### src/source/ahb_pkg.sv
`default_nettype none

package ahb_pkg;

    localparam int unsigned HADDR_W = 32;
    localparam int unsigned HDATA_W = 32;
    localparam int unsigned LANES   = HDATA_W / 8;

    typedef logic [HADDR_W-1:0] haddr_t;
    typedef logic [HDATA_W-1:0] hdata_t;
    typedef logic [LANES-1:0]   lane_mask_t;

    typedef enum logic [1:0] {
        IDLE   = 2'b00,
        BUSY   = 2'b01,
        NONSEQ = 2'b10,
        SEQ    = 2'b11
    } htrans_t;

    typedef enum logic [2:0] {
        BYTE = 3'b000,
        HALF = 3'b001,
        WORD = 3'b010
    } hsize_t;

    // address phase only.
    typedef struct packed {
        haddr_t  haddr;
        htrans_t htrans;
        logic    hwrite;
        hsize_t  hsize;
    } ahb_req_t;

    typedef struct packed {
        hdata_t hrdata;
        logic   hready;
        logic   hresp;
    } ahb_rsp_t;

    // byte lanes touched by a little endian transfer.
    function automatic lane_mask_t lane_mask(hsize_t size, logic [1:0] addr_lo);
        case (size)
            BYTE:    return lane_mask_t'(4'b0001 << addr_lo);
            HALF:    return addr_lo[1] ? 4'b1100 : 4'b0011;
            WORD:    return 4'b1111;
            default: return 4'b0000;
        endcase
    endfunction

endpackage

`default_nettype wire

### src/source/soc_map_pkg.sv
`default_nettype none

package soc_map_pkg;

    localparam logic [31:0] RAM_BASE  = 32'h0000_0000;
    localparam logic [31:0] GPIO_BASE = 32'h4000_0000;

    // region decode bits of haddr.
    localparam int unsigned REGION_SEL_HI = 31;
    localparam int unsigned REGION_SEL_LO = 28;

    localparam int unsigned RAM_WORD_ADDR_W = 8;   // 256 words, 1 KB.

    localparam int unsigned GPIO_OFS_W = 3;
    localparam logic [GPIO_OFS_W-1:0] GPIO_OUT_OFS = 3'h0;
    localparam logic [GPIO_OFS_W-1:0] GPIO_IN_OFS  = 3'h4;

    typedef logic [RAM_WORD_ADDR_W-1:0] ram_word_addr_t;

endpackage

`default_nettype wire

### src/source/ahb_gpio_slave.sv
`timescale 1ns/1ps
`default_nettype none

module ahb_gpio_slave
    import ahb_pkg::*, soc_map_pkg::*;
(
    input  wire logic     HCLK,
    input  wire logic     HRESETn,
    input  wire logic     sel,
    input  wire ahb_req_t req,
    input  wire logic     hready_in,
    input  wire hdata_t   hwdata,
    input  wire hdata_t   gpio_in,
    output hdata_t        gpio_out,
    output ahb_rsp_t      rsp
);

    logic       accept;
    logic       is_out;
    logic       is_in;
    lane_mask_t wr_mask_q;
    logic       rd_in_q;
    hdata_t     in_meta_q;
    hdata_t     in_sync_q;

    assign accept = sel && hready_in && (req.htrans inside {NONSEQ, SEQ});
    assign is_out = req.haddr[GPIO_OFS_W-1:2] == GPIO_OUT_OFS[GPIO_OFS_W-1:2];
    assign is_in  = req.haddr[GPIO_OFS_W-1:2] == GPIO_IN_OFS[GPIO_OFS_W-1:2];

    always_ff @(posedge HCLK)
    begin
        in_meta_q <= gpio_in;   // two-flop synchronizer.
        in_sync_q <= in_meta_q;
    end

    always_ff @(posedge HCLK)
    begin
        if (!HRESETn)
        begin
            wr_mask_q <= '0;
            rd_in_q   <= 1'b0;
        end
        else
        begin
            // writes to the input register fall through with an empty mask.
            wr_mask_q <= (accept && req.hwrite && is_out) ?
                         lane_mask(req.hsize, req.haddr[1:0]) : '0;
            if (accept)
            begin
                rd_in_q <= is_in;
            end
        end
    end

    always_ff @(posedge HCLK)
    begin
        if (!HRESETn)
        begin
            gpio_out <= '0;
        end
        else
        begin
            for (int i = 0; i < LANES; i++)
            begin
                if (wr_mask_q[i])
                begin
                    gpio_out[i*8 +: 8] <= hwdata[i*8 +: 8];
                end
            end
        end
    end

    assign rsp = '{hrdata: rd_in_q ? in_sync_q : gpio_out, hready: 1'b1, hresp: 1'b0};

endmodule

`default_nettype wire

### config.mk
export PLATFORM = sky130hd
export DESIGN_NAME = ahb_gpio_slave
export DESIGN_NICKNAME = d
export VERILOG_FILES = /design/src/source/ahb_pkg.sv /design/src/source/soc_map_pkg.sv /design/src/source/ahb_gpio_slave.sv
export SDC_FILE = /design/constraint.sdc
export NUM_CORES = 1
export LEC_CHECK = 0
export BUFFER_PORTS_ARGS = -buffer_cell sky130_fd_sc_hd__buf_2
export CAP_MARGIN = 0
export CORE_MARGIN = 2
export CORE_UTILIZATION = 43
export CTS_CLUSTER_DIAMETER = 50
export DETAILED_ROUTE_END_ITERATION = 8
export GPL_TIMING_DRIVEN = 0
export PLACE_DENSITY_LB_ADDON = 0.08
export SYNTH_ARGS = -nofsm -noshare
export SYNTH_HDL_FRONTEND = slang
export SYNTH_SLANG_ARGS = --single-unit
### constraint.sdc
create_clock -name HCLK -period 1.4 [get_ports HCLK]
set_clock_uncertainty 0.05 [all_clocks]
set_input_delay 0.21 -clock HCLK [delete_from_list [all_inputs] [get_ports HCLK]]
set_output_delay 0.21 -clock HCLK [all_outputs]
set_load 0.005 [all_outputs]
### Yosys cells after proc, flatten, opt, wreduce, memory -nomap -nowiden

Index checks and enable logic that the tools add are counted.

| cells by class | value |
|---|---|
| equality and inequality tests | 4 |
| shifts and indexed selects | 1 |
| mux-type cells | 3 |
| bitwise operators | 1 |
| reduce and logical (&&, ||, !) cells | 7 |

Operators by type and width:

| kind | number |
|---|---|
| 2-to-1 mux 32 bit | 1 |
| case mux 4 bit (3 select lines) | 1 |
| == test 2 bit (second input constant) | 2 |
| logical AND 1 bit | 4 |
| 2-to-1 mux 4 bit | 1 |
| left shift 1 x 2 -> 4 bit (first input constant) | 1 |
| == test 3 x 1 -> 1 bit (second input constant) | 1 |
| == test 3 x 2 -> 1 bit (second input constant) | 1 |
| logical NOT 3 bit | 1 |
| AND reduction 2 bit | 1 |
| nonzero test 2 bit | 1 |
| inverter 1 bit | 1 |

| word-level totals | value |
|---|---|
| register bits after elaboration | 101 |
| input bits | 106 |
| output and inout port bits | 66 |
| word-level logic and storage cells | 24 |

### Longest topological paths before layout

| depth | value |
|---|---|
| word-level depth | 6 |
| depth in mapped cells | 3 |
| gate-level depth less buffers | 3 |

### Least setup slack after synthesis

OpenSTA, ideal clock, no wires.

| path | value |
|---|---|
| path kind | reg2out |
| start point | register rd_in_q |
| end point | output rsp[10] (netlist bit) |
| data arrival time | 0.925 ns |
| setup slack | 0.215 ns |
| cell stages (with the launch flop) | 4 |
| path buffers | 2 |
| cell sequence | dfxtp_1 > buf_2 > buf_6 > mux2_1 |

RTL lines:

| element | line | RTL |
|---|---|---|
| start: declaration | ahb_gpio_slave.sv:22 | `logic rd_in_q;` |
| start signal: assignment | ahb_gpio_slave.sv:50 | `rd_in_q <= is_in;` |
| end: declaration | ahb_gpio_slave.sv:15 | `output ahb_rsp_t rsp` |

==> summary.md <==
| Metric | Value |
|---|---|
| Post-synthesis register bit count | 101 |
| Sequential area share after synthesis | 0.655 |
| Share of the synthesized area in the top cell type | 0.655 |
| Vias in the first global route | 2,143 |
| All-Layer GR Usage | 0.173 |
| Core Footprint | 0.00687 sq mm |
| Cell with the most instances after synthesis | dfxtp_1 |
| Yosys cell types | 17 |
| Clk buf depth | 2 |
| Die Area | 0.00788 sq mm |
| Syn Inst Count | 228 |
| Crit Path Max Fanout | 5 |
| Final period util | 1.21 |
| Synthesized net count | 334 |
| Slowest CP cell | dfxtp_4 |
| Ant diodes | 0 |
| Rows | 30 |
| # DRC | 0 |
| I/O Buffers | 139 |
| Setup ws final | -0.294 ns |
| Tmin final | around 1.7 ns |
| Top cells by count, synth | dfxtp_1, mux2i_1, nor2b_1 |
| CP top delay family | buffers and inverters |
| Detailed Route WL | a little over 7 mm |
| Yosys warns | 0 |
| Total CTS buffers | 9 |
| Pwr dens | ~1100 mW/mm^2 |
| LEAKAGE | between 0.002 and 0.0025 uW |
| Die H | 88.8 um |
| Crit-path cells | buf_12 > clkbuf_16 > mux2_4 > buf_6 |
| Final hold violations | 0 |
| TritonCTS clock tree | built |
| RSZ-0062 raised after global routing | true |
| FILL cells | just over 500 |
| Slowest cell delay on critical path | 0.37 ns |
| Pwr Total | 5340 uW |
| Clock slew seen by the registers of the worst setup and hold paths | approximately 0.090 ns |
| FF/Latch Area | 0.00203 sq mm |
| Initial antenna violation count | 0 |
| ANT nets after route | 0 |
| Post-synth EDFFs | 0 |
| VDD IR max | 0.738 mV |
| Synth top area cells | dfxtp_1, mux2_1, mux2i_1 |
| Nets | 521 |
| Avg WL per Cell | 13.7 um |
| Synthesis-to-finish area growth | 58.9% |
| Clock latency on the worst-skew pair | about 0.35 ns |
| First-pass GRT wire length | 10.1 mm |
| Req. time, crit path | 1.14 ns |
| Share of cells above drive strength 1 | 0.482 |
| CP Data Arrival Time | 1.43 ns |
| Root buffer cell | clkbuf_8 |
| Clock sinks | 101 |
| Ys flop type | dfxtp_1 |
| Synth Cell Area | 0.00309 sq mm |
| Max_cap viols | 0 |
| Multi-input gate area | 0.00109 sq mm |
| Area leader, netlist | dfxtp_1 |
| Bufs and invs on worst path | 3 |
| Fmax achieved | 0.590 GHz |
| 1st-iter DRT viols | 27 |
| Hold Slack | about 0.06 ns |
| Gp weighted congestion | 0.696 |
| CP Capture Type | primary output |
| Mean Syn Cell Area | roughly 14 sq um |
| DRT Pass-1 Iters | 4 |
| Status | finished, violations left |
| Failing checks | negative setup slack |
| Ys async rst share | 0 |
| Final setup violation count | 32 |
| Hold Path Class | in -> reg |
| Via count | around 2,200 |
| CP startpoint kind | flip-flop |
| H-tree depth | 3 |
| Pins Over Slew Limit | 0 |
| Pin count of the biggest net entering global routing | 16 |
| Total grt overflow | 0 |
| Post-DP HPWL | 4.49 mm |
| Starting density of the core | 0.450 |
| Vias/cell | 4.32 |
| I/O Pins | 172 |
| Die W | 88.8 um |
| CP Class | reg -> out |
metrics by stage:
stage / utilization / std cells / TNS, ns / setup WS (ns) / area, sq um
2_1_floorplan: - / 228 / 0 / 0.215 / 3090
3_3_place_gp: 0.568 / 463 / -0.0261 / -0.0154 / 3910
3_5_place_dp: 0.568 / 463 / 0 / 0.00167 / 3910
4_1_cts: 0.681 / 512 / -9.15 / -0.320 / 4680
5_1_grt: 0.715 / 515 / -10.74 / -0.355 / 4910
6_report: 0.715 / 515 / -8.80 / -0.294 / 4910
timing repair:
action,4_1_cts,5_1_grt
endpoints found under the hold margin,32,0
cloned,1,3
hold buffers,32,0
resized for setup,44,32
setup endpoints to repair,32,32
pin swaps,0,0
setup buffers,1,0
cell usage in the layout (no fill, tap or decap), types with 2 or more instances in the layout:
cell type	n
o21ai_0	2
clkbuf_1	3
clkbuf_16	3
dlygate4sd3_1	32
dfxtp_1	100
mux2i_1	33
buf_12	2
buf_6	33
clkbuf_8	10
inv_1	2
nor2b_1	33
nor2_1	2
mux2_4	32
a21oi_1	4
buf_8	2
bufinv_16	2
conb_1	2
buf_2	112
buf_4	2
routing by layer:
metal | part of all wire | global-route usage | vias up
met1 | 0.44 | 0.216 | 1010
met3 | 0.065 | 0.0634 | 7
li1 | - | - | 1124
met5 | 0 | 0 | -
met2 | 0.48 | 0.276 | 82
met4 | 0.010 | 0.0620 | 0
area by class of cell:
cell class                      count  area share
Clock buffer                       11      0.0288
Timing Repair Buffer              176       0.271
Sequential cell                   101       0.413
Multi-Input combinational cell    112       0.223
Inverter                            2     0.00153
Clock inverter                      4      0.0148
Tap cell                           96      0.0245
Buffer                             13      0.0240
cell families (layout without fill, tap and decap cells):
| kind of cell | after synthesis | in the layout | share of synthesized area |
|---|---|---|---|
| compound gates | 7 | 7 | 0.0126 |
| buf+inv | 15 | 206 | 0.0304 |
| flops | 101 | 101 | 0.655 |
| mux | 65 | 65 | 0.224 |
| other cells | 2 | 2 | 0.00243 |
| simple gates | 38 | 38 | 0.0766 |
worst min-delay path, delay by kind of cell:
kind,cells,cell delay (ns)
buffers and inverters,1,0.08
multiplexers,1,0.06
AND/OR/NAND/NOR,1,0.09
path summary, 6_finish.rpt:
kind                                   start      endpoint  slack [ns]  depth (start not counted)
worst max-delay path                 rd_in_q       rsp[20]       -0.29                          4
worst max register to register  wr_mask_q[1]  gpio_out[11]        0.36                          3
worst min-delay path              hwdata[13]  gpio_out[13]        0.06                          3
worst min register to register  in_meta_q[1]  in_sync_q[1]        0.28                          0
sequential cells by signal, summed over array words and instances, names as in the netlist:
| register | cells |
|---|---|
| wr_mask_q | 4 |
| gpio_out | 32 |
| in_meta_q | 32 |
| rd_in_q | 1 |
| in_sync_q | 32 |
power by group:
part           switching, uW  total (uW)  leakage, uW  internal (uW)
Sequential              26.7        3000     0.000839           2970
Clock                    926        1970     0.000105           1040
Combinational            113         376      0.00125            263
Total                   1070        5340      0.00219           4280
No activity file was read; power rests on OpenSTA's default activity.
