**config.mk**
```make
export PLATFORM = sky130hd
export DESIGN_NAME = ahb_decoder_mux
export DESIGN_NICKNAME = d
export VERILOG_FILES = /design/src/source/ahb_pkg.sv /design/src/source/soc_map_pkg.sv /design/src/source/ahb_decoder_mux.sv
export SDC_FILE = /design/constraint.sdc
export NUM_CORES = 1
export LEC_CHECK = 0
export BUFFER_PORTS_ARGS = -buffer_cell sky130_fd_sc_hd__buf_4
export CAP_MARGIN = 40
export CELL_PAD_IN_SITES_DETAIL_PLACEMENT = 1
export CELL_PAD_IN_SITES_GLOBAL_PLACEMENT = 2
export CORE_ASPECT_RATIO = 1.5
export CORE_MARGIN = 2
export CORE_UTILIZATION = 10
export CTS_CLUSTER_SIZE = 10
export DETAILED_ROUTE_END_ITERATION = 16
export PLACE_DENSITY = 0.95
export SLEW_MARGIN = 30
export SYNTH_ARGS = -nofsm -noshare
export SYNTH_HDL_FRONTEND = slang
export SYNTH_SLANG_ARGS = --single-unit
```
**constraint.sdc**
```tcl
create_clock -name HCLK -period 1.35 [get_ports HCLK]
set_input_delay 0.2025 -clock HCLK [delete_from_list [all_inputs] [get_ports HCLK]]
set_output_delay 0.2025 -clock HCLK [all_outputs]
set_load 0.03 [all_outputs]
```
**src/source/ahb_pkg.sv**
```systemverilog
`default_nettype none

package ahb_pkg;

    localparam int unsigned HADDR_W = 32;
    localparam int unsigned HDATA_W = 32;
    localparam int unsigned LANES   = HDATA_W / 8;

    typedef logic [HADDR_W-1:0] haddr_t;
    typedef logic [HDATA_W-1:0] hdata_t;
    typedef logic [LANES-1:0]   lane_mask_t;

    typedef enum logic [1:0] {
        IDLE   = 2'b00,
        BUSY   = 2'b01,
        NONSEQ = 2'b10,
        SEQ    = 2'b11
    } htrans_t;

    typedef enum logic [2:0] {
        BYTE = 3'b000,
        HALF = 3'b001,
        WORD = 3'b010
    } hsize_t;

    // address phase only.
    typedef struct packed {
        haddr_t  haddr;
        htrans_t htrans;
        logic    hwrite;
        hsize_t  hsize;
    } ahb_req_t;

    typedef struct packed {
        hdata_t hrdata;
        logic   hready;
        logic   hresp;
    } ahb_rsp_t;

    // byte lanes touched by a little endian transfer.
    function automatic lane_mask_t lane_mask(hsize_t size, logic [1:0] addr_lo);
        case (size)
            BYTE:    return lane_mask_t'(4'b0001 << addr_lo);
            HALF:    return addr_lo[1] ? 4'b1100 : 4'b0011;
            WORD:    return 4'b1111;
            default: return 4'b0000;
        endcase
    endfunction

endpackage

`default_nettype wire

```
**src/source/soc_map_pkg.sv**
```systemverilog
`default_nettype none

package soc_map_pkg;

    localparam logic [31:0] RAM_BASE  = 32'h0000_0000;
    localparam logic [31:0] GPIO_BASE = 32'h4000_0000;

    // region decode bits of haddr.
    localparam int unsigned REGION_SEL_HI = 31;
    localparam int unsigned REGION_SEL_LO = 28;

    localparam int unsigned RAM_WORD_ADDR_W = 8;   // 256 words, 1 KB.

    localparam int unsigned GPIO_OFS_W = 3;
    localparam logic [GPIO_OFS_W-1:0] GPIO_OUT_OFS = 3'h0;
    localparam logic [GPIO_OFS_W-1:0] GPIO_IN_OFS  = 3'h4;

    typedef logic [RAM_WORD_ADDR_W-1:0] ram_word_addr_t;

endpackage

`default_nettype wire

```
**src/source/ahb_decoder_mux.sv**
```systemverilog
`timescale 1ns/1ps
`default_nettype none

module ahb_decoder_mux
    import ahb_pkg::*, soc_map_pkg::*;
(
    input  wire logic     HCLK,
    input  wire logic     HRESETn,
    input  wire ahb_req_t req,
    input  wire ahb_rsp_t ram_rsp,
    input  wire ahb_rsp_t gpio_rsp,
    output logic          ram_sel,
    output logic          gpio_sel,
    output logic          hready_in,
    output ahb_rsp_t      rsp
);

    typedef enum logic [1:0] {
        NONE,
        RAM,
        GPIO,
        ERR
    } region_e;

    typedef enum logic {
        ERR_WAIT,
        ERR_DONE
    } err_state_e;

    logic [REGION_SEL_HI:REGION_SEL_LO] region_bits;
    logic                               valid;
    region_e                            region_next;
    region_e                            dp_q;
    err_state_e                         err_q;

    assign region_bits = req.haddr[REGION_SEL_HI:REGION_SEL_LO];
    assign valid       = req.htrans inside {NONSEQ, SEQ};

    assign ram_sel  = region_bits == RAM_BASE[REGION_SEL_HI:REGION_SEL_LO];
    assign gpio_sel = region_bits == GPIO_BASE[REGION_SEL_HI:REGION_SEL_LO];

    always_comb
    begin
        if (!valid)
            region_next = NONE;
        else if (ram_sel)
            region_next = RAM;
        else if (gpio_sel)
            region_next = GPIO;
        else
            region_next = ERR;   // default slave.
    end

    always_ff @(posedge HCLK)
    begin
        if (!HRESETn)
        begin
            dp_q  <= NONE;
            err_q <= ERR_WAIT;
        end
        else if (hready_in)
        begin
            dp_q  <= region_next;
            err_q <= ERR_WAIT;
        end
        else if (dp_q == ERR)
        begin
            err_q <= ERR_DONE;   // second error cycle.
        end
    end

    always_comb
    begin
        case (dp_q)
            RAM:     rsp = ram_rsp;
            GPIO:    rsp = gpio_rsp;
            ERR:     rsp = '{hrdata: '0, hready: (err_q == ERR_DONE), hresp: 1'b1};
            default: rsp = '{hrdata: '0, hready: 1'b1, hresp: 1'b0};
        endcase
    end

    assign hready_in = rsp.hready;

    a_one_hot_sel : assert property (
        @(posedge HCLK) disable iff (!HRESETn)
        !(ram_sel && gpio_sel)
    );

endmodule

`default_nettype wire

```
# ---- Word-level counts from Yosys, hierarchy flattened
# Cells that the tools add are included.
dict set report word_totals {
  register_bits 3
  latchBits 0
  mem_bits_rw 0
  romBits 0
  input_bits 108
  out_inout_bits 37
  wordCells 16
  n_memories 0
}
dict set report op_classes {
  n_addsub 0
  mul 0
  div 0
  n_lt_le_gt_ge 0
  n_eq_ne 6
  n_shift 0
  mux 4
  bitwise_logic 1
  reduce_logical 3
}
# cell n
set op_table {}
lappend op_table {{$pmux W34 S3} 1}
lappend op_table {{$eq A2 B2 Y1 const B} 4}
lappend op_table {{$eq A4 B3 Y1 const B} 1}
lappend op_table {{$logic_not A4 Y1} 1}
lappend op_table {{$mux W2} 2}
lappend op_table {{$eq A2 B1 Y1 const B} 1}
lappend op_table {{$reduce_bool A2 Y1} 1}
lappend op_table {{$reduce_or A2 Y1} 1}
lappend op_table {{$mux W1} 1}
lappend op_table {{$not A1 Y1} 1}

# ---- Logic depth before layout (Yosys ltp)
dict set report depth {
  depth_word 4
  depth_mapped 4
  mapped_depth_nobuf 3
}

# ---- Least setup slack after synthesis
# Ideal clock, no wire load.
dict set report synth_path {
  path_kind {input port to flip-flop}
  from {in req[35] in the netlist's numbering}
  to {reg dp_q[0]}
  setup_ns 0.136
  t_arrival_ns 1.595
  required_ns 1.214
  setup_slack_ns -0.380
  path_stages 3
  path_buffers 0
  cell_sequence {nor4b_1 -> nand2b_1 -> a221oi_2}
}
dict set report synth_via {
  elab_chain_len 4
  word_cells_on_any_way 5
  classes_between {eq/ne (1); mux (3); reduce/logical (1)}
}
# element line_no
set synth_lines {}
lappend synth_lines {{start: declaration} ahb_decoder_mux.sv:9} ;# input wire ahb_req_t req,
lappend synth_lines {{$eq A4 B3 Y1} ahb_decoder_mux.sv:40} ;# assign gpio_sel = region_bits == GPIO_BASE[REGION_SEL_HI:REGION_SEL_LO];
lappend synth_lines {{$mux W1} ahb_decoder_mux.sv:48} ;# else if (gpio_sel)
lappend synth_lines {{$mux W2 *} ahb_decoder_mux.sv:46} ;# else if (ram_sel)
lappend synth_lines {{$mux W2 *} ahb_decoder_mux.sv:44} ;# if (!valid)
lappend synth_lines {{end signal: assignment} ahb_decoder_mux.sv:63} ;# dp_q <= region_next;
lappend synth_lines {{end: declaration} ahb_decoder_mux.sv:33} ;# region_e dp_q;
# Mark *: on every way between the ends. The rest lies on a longest branch, timed or not.
# A chain may end at the register's enable or synchronous reset.

# ---- Worst setup path after layout
dict set report layout_path {
  from {reg dp_q[0]}
  to {out hready_in}
}
dict set report layout_via {
  elab_chain_len 2
  word_cells_on_any_way 4
  classes_between {eq/ne (3); mux (1)}
}
# element line_no
set layout_lines {}
lappend layout_lines {{$eq A2 B2 Y1 / $eq A2 B1 Y1 (equally long branches)} ahb_decoder_mux.sv:74} ;# case (dp_q)
lappend layout_lines {{$pmux W34 S3 *} ahb_decoder_mux.sv:74}
lappend layout_lines {{end: declaration} ahb_decoder_mux.sv:14} ;# output logic hready_in,
# Marked as above.

==> flow_summary.json <==
{
  "setup_violations": 34,
  "fin_worst_skew_ns": 0.00375,
  "syn_nets": 170,
  "antenna_found_initial": 0,
  "postSynthCellCount": 62,
  "relSlewSlack_pct": 83.9,
  "ctsRootBufferMaster": "clkbuf_8",
  "synth.area.top_cells": "a22o_1 50%, dfxtp_1 11%, buf_6 8.1%",
  "area_delta_synth_final_pct": 228,
  "hold_end": "dp_q[0]$_SDFFE_PN0P_",
  "rows": 33,
  "hold_depth": 3,
  "dr.pass1.iters": 3,
  "dieWidth_um": 65.0,
  "htree_num_levels": 1,
  "crit_fanout": 8,
  "viasPerCell": 4.20,
  "worst_r2r_path_depth": 5,
  "seq_area_frac_synth_pct": 10.8,
  "drtIter0Drc": 9,
  "peakVddDrop_v": 0.000337,
  "p_per_area_nw_per_um2": 761,
  "reg2reg_from": "dp_q[0]$_SDFFE_PN0P_",
  "grt_max_degree": 19,
  "worst_hold_slack_ns": 0.256,
  "cts_buffers": 3,
  "dp_hpwl_um": 2730,
  "rsz0062_at_grt": "true",
  "drive_above_1_share_pct": 91.7,
  "grt_usage_pct": 10.8,
  "worstSetupPathType": "reg -> out",
  "dp_cells": 243,
  "antenna_left": 0,
  "clock_latency_ns": 0.22,
  "fin_tns_setup_ns": -3.80,
  "ioPinCount": 145,
  "drv_slew": 0,
  "worstHoldStart": "gpio_rsp[1]",
  "cts_sinks": 3,
  "worstSetupStartpoint": "dp_q[0]$_SDFFE_PN0P_",
  "status": "finished with violations",
  "final_cell_mix": "84 x buf_4, 37 x buf_6, 22 x a22o_2",
  "drc_errors": 0,
  "coreArea_um2": 5410,
  "required_ns": 1.15,
  "ys_ff_latch": 3,
  "layout.nets": 289,
  "hp-class": "in -> reg",
  "finalHoldViolCount": 0,
  "cp-end-kind": "output pin",
  "routedWlPerCell_um": 13.8,
  "fin_crit_ns": 1.48,
  "gp_congestion": 0.651,
  "start_kind": "flop",
  "cts_tree": "built",
  "synth_top_area_cell": "a22o_1",
  "start_util_pct": 10.3,
  "num-fill-cells": 631,
  "clk_pin_slew_ns": 0.03,
  "fin_ws_ns": -0.131,
  "fp.dieH_um": 95.5,
  "syn_area_per_cell_um2": 9.00,
  "yosysTopAreaCellShare_pct": 50.2,
  "diodes": 0,
  "clk_path_buf_depth": 2,
  "grt_pass1_wl_um": 5150,
  "routed_wirelength_um": 3450,
  "worstPathArrival_ns": 1.28,
  "dieArea_um2": 6210,
  "max_freq_ghz": 0.675,
  "stdcell_count": 250,
  "portBuffers": 111,
  "drv_cap": 0,
  "grt_overflow": 0,
  "grt_pass1_vias": 1179,
  "regToRegEndpoint": "dp_q[0]$_SDFFE_PN0P_",
  "synth_area_um2": 558,
  "tightest_slew_ns": 0.235,
  "p_leak_nw": 0.936,
  "violations": "setup timing",
  "reg2reg_slack_ns": 0.01,
  "final_common_cell": "buf_4",
  "yosysUniqueCellTypes": 17,
  "post-route-period-util_pct": 110,
  "yosys_warnings": 0,
  "dr_total_vias": 1049
}
[cells by family after synthesis]
logic type,synth area share (%)
mux,1.79
flops,10.8
simple gates,9.87
compound gates,61.2
buf+inv,16.4
[layout make-up]
type | count | area, um^2 | share of cell area (%)
repair buffers | 123 | 1090 | 59.5
multi-input cells | 47 | 529 | 29.0
well taps | 70 | 87.6 | 4.79
flip-flops and latches | 3 | 67.6 | 3.70
clock buffers | 4 | 45.0 | 2.46
inverters | 3 | 11.3 | 0.616
[worst max path at each step]
stage / endpoint / slack, ns
after CTS: rsp[1] / -0.16
after global routing: rsp[33] / -0.19
after detailed placement: rsp[8] / -0.02
after global placement: rsp[10] / -0.003
final: hready_in / -0.13
after floorplan: rsp[1] / 0.01
[flip-flops by register name, summed over array words and instances, names as in the netlist]
register / flops
dp_q: 2
err_q: 1
[worst max-delay path, stage by stage, from the launching register on]
cell     delay (ns)
dfxtp_4        0.35
nor2b_4        0.15
buf_6          0.14
a22oi_4        0.24
buf_6          0.17
[report_power, final]
| part | switching, mW | leakage, nW | internal, mW |
|---|---|---|---|
| Clock | 0.0710 | 0.0228 | 0.202 |
| Combinational | 0.472 | 0.887 | 0.541 |
| Sequential | 0.00899 | 0.0259 | 0.0962 |
| Total | 0.552 | 0.936 | 0.840 |
[timing repair]
action / in CTS / in global routing
gates cloned: 1 / 0
setup buffers: 1 / 1
pin swaps: 7 / 4
hold buffers: 0 / 0
hold endpoints to repair: 0 / 0
endpoints found under the setup margin: 35 / 37
gates resized for setup: 48 / 9
[routing by layer]
| layer | global-route usage [%] | vias to the layer above | share of wire (%) |
|---|---|---|---|
| met5 | 0 | - | 0 |
| met4 | 5.67 | 0 | 1.8 |
| met3 | 2.24 | 6 | 8.6 |
| met2 | 21.8 | 61 | 60 |
| met1 | 9.78 | 491 | 29 |
| li1 | - | 491 | - |
[metrics by stage]
step	worst slack, ns	power [mW]	instance area [um^2]	util [%]
2_1_floorplan	0.0118	0.591	613	-
3_5_place_dp	-0.0197	0.963	1520	28.1
4_1_cts	-0.161	1.38	1770	32.7
3_3_place_gp	-0.00294	0.948	1520	28.1
5_1_grt	-0.186	1.46	1830	33.8
6_report	-0.131	1.39	1830	33.8
[synth_stat cells (all sizes together)]
cell type and count:
a21oi 2, nor2b 2, nor4b 1, a221oi 2, dfxtp 3, a22oi 1, nor4 1, nand2b 2
mux2i 1, a22o 32, nor2 2, buf 9, nor3 1, inv 3
(Power assumes the default switching activity.)
